### src/nn_layer_pkg.sv
package nn_layer_pkg;

	// Layer geometry
	localparam int P     = 8; // Neurons in the previous layer
	localparam int Z     = 4; // Memory lanes in one collection
	localparam int FO    = 2; // Fan-out, equal to the number of parts per collection
	localparam int L     = 3; // Total number of layers
	localparam int H     = 1; // Index of this hidden layer
	localparam int WIDTH = 16; // Width of one activation or derivative

	// Derived counts
	localparam int MEM_DEPTH      = P / Z; // Entries held by each lane memory
	localparam int CLOCKS_USED    = MEM_DEPTH * FO; // Clocks that carry work in one cycle
	localparam int CPC            = CLOCKS_USED + 2; // Two extra clocks drain the pipeline
	localparam int COLLECTION     = 2 * (L - H) - 1; // Activation collections in flight
	localparam int LANES_PER_PART = Z / FO; // Lanes filled together on one clock

	// Position inside a processing cycle
	typedef logic [$clog2(CPC)-1:0] cycle_idx_t;

	// Address of one entry in one lane memory
	typedef logic [$clog2(MEM_DEPTH)-1:0] mem_addr_t;

	// Addresses of all Z lanes packed side by side, lane 0 in the low bits
	typedef logic [Z*$clog2(MEM_DEPTH)-1:0] lane_addr_t;

	typedef logic [$clog2(COLLECTION)-1:0] coll_ptr_t; // Selects one activation collection
	typedef logic [Z-1:0] lane_we_t; // One write enable per lane

	// Data for the lanes of one part, lane 0 in the low bits
	typedef logic [LANES_PER_PART*WIDTH-1:0] part_data_t;

	typedef logic [WIDTH-1:0] data_t;

	// Cycle sequencer states
	typedef enum logic
	{
		SEQ_IDLE,
		SEQ_RUN
	} seq_state_t;

endpackage

### src/act_mem_ctrl.sv
`timescale 1ns/100ps

module act_mem_ctrl
	import nn_layer_pkg::*;
(
	input  logic       clk,
	input  logic       rst_i,
	input  cycle_idx_t cycle_index_i, // Clock position inside the current cycle
	input  logic       cycle_pulse_i, // Last clock of a cycle
	input  lane_addr_t r_addr_i, // Rotated read addresses for the collections that are read
	input  part_data_t act_i, // Activations for the part being filled
	input  part_data_t adot_i, // Matching activation derivatives
	output lane_addr_t [COLLECTION-1:0] act_addr_o, // Lane addresses per collection
	output lane_we_t [COLLECTION-1:0] act_we_o, // Lane write enables per collection
	output data_t [COLLECTION-1:0][Z-1:0] act_data_o, // Write data for the activation memories
	output data_t [COLLECTION-1:0][Z-1:0] adot_data_o, // Write data for the derivative memories
	output coll_ptr_t rff_ptr_o, // Collection read for feed-forward of the next layer
	output coll_ptr_t wff_ptr_o, // Collection being written by the previous layer
	output coll_ptr_t rup_ptr_o // Collection read for the update and for this layer's backprop
);

	cycle_idx_t idx_d1; // Cycle index one clock late
	cycle_idx_t idx_d2; // Cycle index two clocks late, lines up with the delayed data
	part_data_t act_d1; // Activations one clock late
	part_data_t act_d2; // Activations two clocks late, written together with idx_d2
	part_data_t adot_d1;
	part_data_t adot_d2;
	mem_addr_t  w_row; // Row of the write collection being filled
	logic       w_active; // A working clock reaches the write side

	// Step a collection pointer forward with wrap at COLLECTION
	function automatic coll_ptr_t ptr_next(input coll_ptr_t ptr);
		return (ptr == coll_ptr_t'(COLLECTION - 1)) ? '0 : ptr + coll_ptr_t'(1);
	endfunction

	// The three pointers rotate together and always stay one and two apart
	always_ff @(posedge clk)
	begin
		if (rst_i)
		begin
			rff_ptr_o <= coll_ptr_t'(0);
			wff_ptr_o <= coll_ptr_t'(1);
			rup_ptr_o <= coll_ptr_t'(2);
		end
		else if (cycle_pulse_i)
		begin
			rff_ptr_o <= ptr_next(rff_ptr_o); // New collections show up on the first clock of the next cycle
			wff_ptr_o <= ptr_next(wff_ptr_o);
			rup_ptr_o <= ptr_next(rup_ptr_o);
		end
	end

	// Reset parks the delay line on a drain clock so nothing is written until the first real index arrives
	always_ff @(posedge clk)
	begin
		if (rst_i)
		begin
			idx_d1 <= cycle_idx_t'(CPC - 1);
			idx_d2 <= cycle_idx_t'(CPC - 1);
		end
		else
		begin
			idx_d1 <= cycle_index_i;
			idx_d2 <= idx_d1;
		end
	end

	// Part data takes the same two clocks as the index so each part lands with its own enables
	always_ff @(posedge clk)
	begin
		act_d1  <= act_i;
		act_d2  <= act_d1;
		adot_d1 <= adot_i;
		adot_d2 <= adot_d1;
	end

	assign w_row    = mem_addr_t'(idx_d2 / FO); // Same row for every part, FO clocks in a row
	assign w_active = (idx_d2 < CLOCKS_USED); // Last two clocks only drain

	genvar c, p, k;
	generate
		for (c = 0; c < COLLECTION; c = c + 1)
		begin : g_coll
			logic is_wff; // This collection is the one being written

			assign is_wff = (coll_ptr_t'(c) == wff_ptr_o);

			// Reads do not disturb a collection, so everything except the write side follows r_addr_i
			assign act_addr_o[c] = is_wff ? {Z{w_row}} : r_addr_i;

			for (p = 0; p < FO; p = p + 1)
			begin : g_part
				for (k = 0; k < LANES_PER_PART; k = k + 1)
				begin : g_lane
					// Parts are filled one after the other, the low index bits pick the part
					assign act_we_o[c][p*LANES_PER_PART + k] =
						w_active && (idx_d2 % FO == p) && is_wff;
					assign act_data_o[c][p*LANES_PER_PART + k]  = act_d2[k*WIDTH +: WIDTH];
					assign adot_data_o[c][p*LANES_PER_PART + k] = adot_d2[k*WIDTH +: WIDTH];
				end
			end
		end
	endgenerate

endmodule

### src/cycle_sequencer.sv
`timescale 1ns/100ps

module cycle_sequencer
	import nn_layer_pkg::*;
(
	input  logic       clk,
	input  logic       rst_i,
	input  logic       run_i, // Request to keep processing cycles going
	output cycle_idx_t cycle_index_o, // Clock position inside the current cycle
	output logic       cycle_pulse_o // Marks the last clock of a cycle
);

	seq_state_t state; // Current sequencer state
	seq_state_t state_next;

	// The run request is only looked at on index 0 so a started cycle always runs to its end
	always_comb
	begin
		state_next = state;
		case (state)
			SEQ_IDLE:
				if (run_i)
					state_next = SEQ_RUN; // Leave idle and start counting right away
			SEQ_RUN:
				if (cycle_index_o == '0 && !run_i)
					state_next = SEQ_IDLE; // Park at the boundary
			default:
				state_next = SEQ_IDLE;
		endcase
	end

	always_ff @(posedge clk)
	begin
		if (rst_i)
		begin
			state         <= SEQ_IDLE;
			cycle_index_o <= '0;
		end
		else
		begin
			state <= state_next;
			if (state_next == SEQ_RUN) // Index holds at zero while parked
				cycle_index_o <= (cycle_index_o == cycle_idx_t'(CPC - 1)) ? '0 :
					cycle_index_o + cycle_idx_t'(1);
		end
	end

	assign cycle_pulse_o = (cycle_index_o == cycle_idx_t'(CPC - 1)); // Only reached while running

endmodule

### src/del_mem_ctrl.sv
`timescale 1ns/100ps

module del_mem_ctrl
	import nn_layer_pkg::*;
(
	input  logic       clk,
	input  logic       rst_i,
	input  cycle_idx_t cycle_index_i, // Clock position inside the current cycle
	input  logic       cycle_pulse_i, // Last clock of a cycle
	input  lane_addr_t r_addr_i, // Rotated read addresses for the read-modify-write side
	output lane_addr_t [1:0] del_addr_a_o, // Port A lane addresses per delta collection
	output lane_addr_t [1:0] del_addr_b_o, // Port B lane addresses per delta collection
	output lane_we_t [1:0] del_we_a_o, // Port A lane write enables
	output lane_we_t [1:0] del_we_b_o, // Port B lane write enables
	output logic       rbp_ptr_o // Collection read out in sequence for the previous layer
);

	cycle_idx_t idx_d1; // Cycle index one clock late
	lane_addr_t r_addr_d1; // Read address one clock late, becomes the write-back address
	lane_addr_t seq_addr; // Sequential row read on the backprop side
	lane_addr_t clr_addr; // Same row one clock later, cleared behind the read
	logic       rmw_we; // Write-back window of the read-modify-write

	// Only one bit, the two collections simply swap roles every cycle
	always_ff @(posedge clk)
	begin
		if (rst_i)
			rbp_ptr_o <= 1'b0;
		else if (cycle_pulse_i)
			rbp_ptr_o <= ~rbp_ptr_o;
	end

	always_ff @(posedge clk)
	begin
		if (rst_i)
			idx_d1 <= cycle_idx_t'(CPC - 1); // Drain clock, so no clear follows reset
		else
			idx_d1 <= cycle_index_i;
	end

	always_ff @(posedge clk)
	begin
		r_addr_d1 <= r_addr_i; // Partial sums come back one clock after the read
	end

	assign seq_addr = {Z{mem_addr_t'(cycle_index_i / FO)}};
	assign clr_addr = {Z{mem_addr_t'(idx_d1 / FO)}};

	// Index 1 to CLOCKS_USED covers the delayed working clocks 0 to CLOCKS_USED-1
	assign rmw_we = (cycle_index_i != '0) && (cycle_index_i <= CLOCKS_USED);

	genvar c, p, k;
	generate
		for (c = 0; c < 2; c = c + 1)
		begin : g_coll
			logic is_rbp; // This collection feeds the previous layer this cycle

			assign is_rbp = (rbp_ptr_o == 1'(c));

			// Backprop side reads on A and clears on B, the other side reads on B and writes back on A
			assign del_addr_a_o[c] = is_rbp ? seq_addr : r_addr_d1;
			assign del_addr_b_o[c] = is_rbp ? clr_addr : r_addr_i;
			assign del_we_a_o[c]   = {Z{rmw_we && !is_rbp}}; // Every lane accumulates at once

			for (p = 0; p < FO; p = p + 1)
			begin : g_part
				for (k = 0; k < LANES_PER_PART; k = k + 1)
				begin : g_lane
					// Clearing goes part by part so that exactly CLOCKS_USED clears are issued
					assign del_we_b_o[c][p*LANES_PER_PART + k] =
						is_rbp && (idx_d1 < CLOCKS_USED) && (idx_d1 % FO == p);
				end
			end
		end
	endgenerate

endmodule

### src/hidden_layer_ctrl.sv
`timescale 1ns/100ps

module hidden_layer_ctrl
	import nn_layer_pkg::*;
(
	input  logic       clk,
	input  logic       rst_i,
	input  logic       run_i, // Keep processing cycles running
	input  part_data_t act_i, // Activations from the previous layer
	input  part_data_t adot_i, // Activation derivatives from the previous layer
	output lane_addr_t [COLLECTION-1:0] act_addr_o,
	output lane_we_t [COLLECTION-1:0] act_we_o,
	output data_t [COLLECTION-1:0][Z-1:0] act_data_o,
	output data_t [COLLECTION-1:0][Z-1:0] adot_data_o,
	output lane_addr_t [1:0] del_addr_a_o,
	output lane_addr_t [1:0] del_addr_b_o,
	output lane_we_t [1:0] del_we_a_o,
	output lane_we_t [1:0] del_we_b_o,
	output coll_ptr_t  rff_ptr_o, // Feed-forward read pointer, aligned with the memory read data
	output coll_ptr_t  rup_ptr_o, // Update read pointer, aligned the same way
	output logic       rbp_ptr_o, // Delta collection read out for the previous layer
	output cycle_idx_t cycle_index_o // Clock position inside the current cycle
);

	logic       cycle_pulse; // Last clock of each cycle
	lane_addr_t r_addr; // Rotated read addresses shared by both controllers
	coll_ptr_t  rff_ptr; // Pointers straight from the activation controller
	coll_ptr_t  wff_ptr; // Write collection, the one the previous layer is filling
	coll_ptr_t  rup_ptr;

	cycle_sequencer cycle_sequencer_i (
		.clk           (clk),
		.rst_i         (rst_i),
		.run_i         (run_i),
		.cycle_index_o (cycle_index_o),
		.cycle_pulse_o (cycle_pulse)
	);

	read_addr_gen read_addr_gen_i (
		.cycle_index_i (cycle_index_o),
		.r_addr_o      (r_addr)
	);

	act_mem_ctrl act_mem_ctrl_i (
		.clk           (clk),
		.rst_i         (rst_i),
		.cycle_index_i (cycle_index_o),
		.cycle_pulse_i (cycle_pulse),
		.r_addr_i      (r_addr),
		.act_i         (act_i),
		.adot_i        (adot_i),
		.act_addr_o    (act_addr_o),
		.act_we_o      (act_we_o),
		.act_data_o    (act_data_o),
		.adot_data_o   (adot_data_o),
		.rff_ptr_o     (rff_ptr),
		.wff_ptr_o     (wff_ptr),
		.rup_ptr_o     (rup_ptr)
	);

	del_mem_ctrl del_mem_ctrl_i (
		.clk           (clk),
		.rst_i         (rst_i),
		.cycle_index_i (cycle_index_o),
		.cycle_pulse_i (cycle_pulse),
		.r_addr_i      (r_addr),
		.del_addr_a_o  (del_addr_a_o),
		.del_addr_b_o  (del_addr_b_o),
		.del_we_a_o    (del_we_a_o),
		.del_we_b_o    (del_we_b_o),
		.rbp_ptr_o     (rbp_ptr_o)
	);

	// Memory read data comes out one clock after the address, so the pointers that pick it lag by one
	always_ff @(posedge clk)
	begin
		if (rst_i)
		begin
			rff_ptr_o <= coll_ptr_t'(0); // Same start values as the internal pointers
			rup_ptr_o <= coll_ptr_t'(2);
		end
		else
		begin
			rff_ptr_o <= rff_ptr;
			rup_ptr_o <= rup_ptr;
		end
	end

endmodule

### src/read_addr_gen.sv
`timescale 1ns/100ps

// Deterministic stand-in for the interleaver and address decoder pair
module read_addr_gen
	import nn_layer_pkg::*;
(
	input  cycle_idx_t cycle_index_i, // Clock position inside the current cycle
	output lane_addr_t r_addr_o // Read address for every lane, lane 0 in the low bits
);

	localparam int AW = $bits(mem_addr_t); // Bits of one lane address

	cycle_idx_t row; // Memory row that the current clock is working on

	// The row moves on once all FO parts of it have been visited
	assign row = cycle_idx_t'(cycle_index_i / FO);

	genvar j;
	generate
		for (j = 0; j < Z; j = j + 1)
		begin : g_lane
			// Each lane starts j rows further on, so one clock touches several rows
			// across the lanes and reads are spread the way the interleaver spread them
			assign r_addr_o[j*AW +: AW] = mem_addr_t'((row + j) % MEM_DEPTH);
		end
	endgenerate

	// On the drain clocks the row runs past MEM_DEPTH and simply wraps
	// The controllers ignore these addresses because no write is enabled then

endmodule

### config.mk
export PLATFORM = sky130hd
export DESIGN_NAME = hidden_layer_ctrl
export DESIGN_NICKNAME = d
export VERILOG_FILES = /design/src/nn_layer_pkg.sv /design/src/act_mem_ctrl.sv /design/src/cycle_sequencer.sv /design/src/del_mem_ctrl.sv /design/src/hidden_layer_ctrl.sv /design/src/read_addr_gen.sv
export SDC_FILE = /design/constraint.sdc
export NUM_CORES = 1
export LEC_CHECK = 0
export BUFFER_PORTS_ARGS = -buffer_cell sky130_fd_sc_hd__buf_4
export CAP_MARGIN = 10
export CORE_AREA = 2 2 203 205
export CTS_BUF_LIST = sky130_fd_sc_hd__clkbuf_4
export CTS_CLUSTER_DIAMETER = 30
export CTS_CLUSTER_SIZE = 20
export DETAILED_ROUTE_END_ITERATION = 8
export DIE_AREA = 0 0 205 207
export GPL_ROUTABILITY_DRIVEN = 0
export PLACE_DENSITY = 0.39
export SYNTH_ARGS = -nofsm -noshare
export SYNTH_HDL_FRONTEND = slang
export SYNTH_SLANG_ARGS = --single-unit
### constraint.sdc
create_clock -name clk -period 1.79 [get_ports clk]
set_input_delay 0.358 -clock clk [delete_from_list [all_inputs] [get_ports clk]]
set_output_delay 0.358 -clock clk [all_outputs]
set_load 0.05 [all_outputs]
After elaboration in Yosys (flattened, before gate mapping) --
Cells that the tools add are included.
Word-level totals: bits in registers 153, bits of input ports 67
Operators by class: equal/unequal tests 6, order comparisons 3, reduce and logical (&&, ||, !) cells 25, bitwise operators 2, muxes and demuxes 14, $add $sub $neg 7
Operator list (number):
- $logic_not A32 Y1 | 2
- $mux W4 | 7
- $logic_and A1 B1 Y1 | 18
- $add A2 B1 Y2 const B | 3
- $eq A2 B2 Y1 const B | 3
- $lt A3 B3 Y1 const B | 2
- $mux W2 | 3
- $add A1 B1 Y1 const B | 3
- $add A3 B1 Y3 const B | 1
- $eq A3 B3 Y1 const B | 1
- $le A3 B3 Y1 const B | 1
- $logic_not A3 Y1 | 1
- $mux W3 | 1
- $reduce_bool A3 Y1 | 1
- $eq A1 B2 Y1 const A | 1
- $eq A2 B2 Y1 const A | 1
- $logic_not A1 Y1 | 2
- $logic_not A2 Y1 | 1
- $mux W1 | 2
- $not A1 Y1 | 2
- $pmux W1 S2 | 1

Longest topological paths before layout --
word-level depth 4, depth in mapped cells 6

Cells and area by module --
From an unflattened synthesis, not the netlist that was laid out.
Second synthesis, totals: cell total of the unflattened synthesis 616, area, all modules 6374.9 µm²
By module, submodules not included:
- act_mem_ctrl | cells each 515, seq. area each 2802.7 µm², times used 1, area each 5574.1 µm²
- del_mem_ctrl | cells each 70, seq. area each 160.2 µm², times used 1, area each 488.0 µm²
- cycle_sequencer | cells each 19, seq. area each 80.1 µm², times used 1, area each 173.9 µm²
- hidden_layer_ctrl | cells each 8, seq. area each 80.1 µm², times used 1, area each 112.6 µm²
- read_addr_gen | cells each 4, seq. area each 0.0 µm², times used 1, area each 26.3 µm²

Worst setup path after synthesis --
No wires, ideal clock.
path kind flip-flop to output port, start reg del_mem_ctrl_i.rbp_ptr_o, end out del_we_b_o[7] (netlist bit), data required time 1.432 ns, arrival time 2.701 ns, cell stages (with the launch flop) 5, setup slack -1.269 ns, path buffers 2, cell sequence dfxtp_1 > clkbuf_1 > inv_1 > nor3b_1 > buf_4
RTL lines:
- from (decl) | RTL line del_mem_ctrl.sv:15 | output logic rbp_ptr_o
- from (signal assigned) | RTL line del_mem_ctrl.sv:30 | rbp_ptr_o <= ~rbp_ptr_o;
- to (decl) | RTL line hidden_layer_ctrl.sv:18 | output lane_we_t [1:0] del_we_b_o,

==> flow_metrics.py <==
metrics = {
    "final_layout": {
        "final_cell_area_mm2": 0.0100,
        "final_common_cell": "buf_4",
        "n_antenna_cell": 0,
        "fin_util_pct": 24.9,
        "drive_above_1_share_pct": 76.2,
        "instances_no_fill": 1406,
        "mostFrequentLayoutCells": "buf_4 (463), dfxtp_1 (111), dlygate4sd3_1 (65)",
        "synthToLayoutAreaGrowth_pct": 62.8,
        "nNetsFinal": 931,
    },
    "run_status": {
        "violations": "setup timing",
        "status": "finished with violations",
    },
    "floorplan": {
        "start_util_pct": 15.3,
        "ios": 515,
        "coreArea_mm2": 0.0404,
        "die_height_um": 207,
        "rows": 74,
        "dieArea_mm2": 0.0424,
        "die_w_um": 205,
    },
    "clock_tree": {
        "cts.sink_count": 151,
        "clk_path_buf_depth": 2,
        "cts_made_buffers": 17,
        "cts_tree": "done",
        "root_buffer": "clkbuf_4",
        "htree_levels": 4,
        "clk_pin_slew_ps": 140,
        "clock_latency_ps": 570,
    },
    "placed_design": {
        "numPortBuffers": 514,
        "dp_cells": 1291,
        "hpwlAfterDp_um": 13500,
        "dp_slack_ps": 184,
        "postPlaceCellArea_mm2": 0.00833,
    },
    "timing": {
        "hold_violations": 0,
        "worst_slack_ps": -253,
        "fmax_mhz": 490,
        "post-route-min-period_ps": 2040,
        "finalCritPeriodShare_pct": 114,
        "worstMarginPinSlew_ps": 313,
        "relSlewSlack_pct": 79.0,
        "whs_ps": 113,
        "rsz0062_at_grt": "yes",
        "report.final.setup_viol": 57,
        "fin_skew_ps": 16.3,
        "fin_tns_setup_ps": -9350,
        "slew_violations": 0,
    },
    "power": {
        "p_per_area_mw_per_mm2": 912,
        "vdd_drop_max_mv": 0.323,
        "leakage_nw": 4.74,
        "power_mw": 9.17,
    },
    "setup_path": {
        "critPathMaxFanout": 4,
        "path_cells": "nor2_4, ha_4, nor2b_4, buf_6",
        "cp-end-kind": "primary output",
        "setup.worst_path.start_class": "register",
        "crit_type": "reg2out",
        "r2r_slack_ps": 110,
        "arrival_ps": 1680,
        "r2r_cells": 5,
        "cp_slowest_cell": "dfxtp_4",
        "crit_buf_inv": 1,
        "reg2reg_from": "cycle_sequencer_i.cycle_index_o[1]$_SDFFE_PP0P_",
        "critPathMaxStageDelay_ps": 400,
        "cp_data_required_time_ps": 1430,
        "crit_family": "flip-flops",
        "crit_cells": 4,
        "startpoint": "cycle_sequencer_i.cycle_index_o[1]$_SDFFE_PP0P_",
    },
    "logic_synthesis": {
        "synth-seq-area-share_pct": 49.0,
        "synth-seq-cells": 151,
        "netlist_area_mm2": 0.00617,
        "syn_area_per_cell_um2": 10.4,
        "syn-instance-count": 594,
        "syn_nets": 662,
        "synth_cell_types": 28,
        "yosysWarnings": 0,
    },
    "run": {
        "drv_cap": 0,
    },
    "global_route": {
        "antenna_found_initial": 1,
        "grt_max_degree": 23,
        "grt_pass1_vias": 4003,
        "grt_pass1_wl_um": 24500,
        "grt_use_total_pct": 7.79,
        "grt_overflow": 0,
    },
    "detailed_routing": {
        "ant_nets": 0,
        "drt-initial-drc-count": 84,
        "drc_errors": 0,
        "post_drt_wl_per_cell_um": 12.4,
        "firstDrtPassIters": 4,
        "vias": 4209,
        "vias_per_cell": 2.99,
        "wl_um": 17500,
    },
    "min_path": {
        "min_path_type": "in2reg",
        "hold_path_depth": 2,
        "min-delay-start": "rst_i",
    },
}
-- repair_timing --
item	in CTS	in global routing
hold buffers	65	0
hold endpoints to repair	67	0
resized for setup	136	43
gates cloned	2	0
endpoints found under the setup margin	145	142
setup buffers	18	2
pin swaps	17	9
-- area by class of cell --
| class | instances | area (um2) |
|---|---|---|
| clock buffers | 19 | 143 |
| multi-input cells | 80 | 841 |
| flip-flops and latches | 151 | 3100 |
| inverters | 5 | 26.3 |
| fillers | 4262 | 30300 |
| well taps | 532 | 666 |
| repair buffers | 608 | 5160 |
| clock inverters | 11 | 110 |
-- cells in the mapped netlist --
| cell type | count | area, um2 |
|---|---|---|
| nand2b_1 | 3 | 18.8 |
| a211o_2 | 2 | 20.0 |
| or3_1 | 1 | 6.26 |
| buf_6 | 1 | 11.3 |
| mux2_2 | 1 | 11.3 |
| nand2_1 | 12 | 45.0 |
| and2_1 | 1 | 6.26 |
| mux2i_1 | 1 | 10.0 |
| o21ai_0 | 12 | 60.1 |
| or3_2 | 1 | 7.51 |
| nor3b_1 | 4 | 30.0 |
| o21a_1 | 1 | 7.51 |
| nor2_1 | 9 | 33.8 |
| nand3b_2 | 1 | 11.3 |
| inv_1 | 5 | 18.8 |
| o31ai_1 | 1 | 7.51 |
| clkbuf_1 | 6 | 22.5 |
| o211ai_1 | 1 | 7.51 |
| ha_1 | 1 | 12.5 |
| nor4_1 | 1 | 6.26 |
| nor3_1 | 9 | 45.0 |
| buf_4 | 351 | 2640 |
| or2_2 | 5 | 31.3 |
| dfxtp_1 | 151 | 3020 |
| xnor2_1 | 1 | 8.76 |
| a21oi_1 | 3 | 15.0 |
| or3b_1 | 1 | 8.76 |
| nor2b_1 | 8 | 50.1 |
-- registers in the layout, summed over array words and instances, names as in the netlist, 3 cells and up --
name / cells
act_mem_ctrl_i.adot_d1: 32
cycle_sequencer_i.cycle_index_o: 3
act_mem_ctrl_i.act_d1: 32
act_mem_ctrl_i.adot_d2: 32
act_mem_ctrl_i.act_d2: 32
act_mem_ctrl_i.idx_d1: 3
act_mem_ctrl_i.idx_d2: 3
-- where the power goes --
| part | leakage (nW) | internal [mW] | switching (mW) |
|---|---|---|---|
| registers | 1.27 | 3.54 | 0.192 |
| clock network | 0.142 | 0.826 | 1.23 |
| logic | 3.32 | 1.05 | 2.33 |
| total | 4.74 | 5.41 | 3.75 |
-- kinds of logic (layout without fill, tap and decap cells) --
group,count (synthesis),count (layout),share of synthesized area [%]
multiplexers,2,2,0.345
AO/OA/AOI/OAI,20,20,1.91
adder cells (fa/ha/maj),1,1,0.203
AND/OR/NAND/NOR,56,56,4.87
XOR/XNOR,1,1,0.142
flip-flops,151,151,49.0
buffers and inverters,363,643,43.6
-- worst reg2reg max path: stages, from the launching register on --
cell	delay, ps
dfxtp_4	390
buf_6	130
buf_6	110
nand3b_2	380
or3_2	490
a21oi_1	120
-- worst paths after layout --
check	endpoint
min reg2reg	act_mem_ctrl_i.act_d2[24]$_DFF_P_
max reg2reg	act_mem_ctrl_i.rff_ptr_o[0]$_SDFFE_PP0N_
min	act_mem_ctrl_i.rff_ptr_o[1]$_SDFFE_PP0N_
max	del_we_a_o[7]
-- layer usage --
layer,GRT usage (%),up-vias,part of all wire (%)
met1,8.30,1939,37
met5,0,-,0
met3,3.08,8,9.0
met2,14.1,242,53
li1,-,2020,-
met4,2.23,0,0.94
Note: power is estimated with default switching activity, not from simulation.
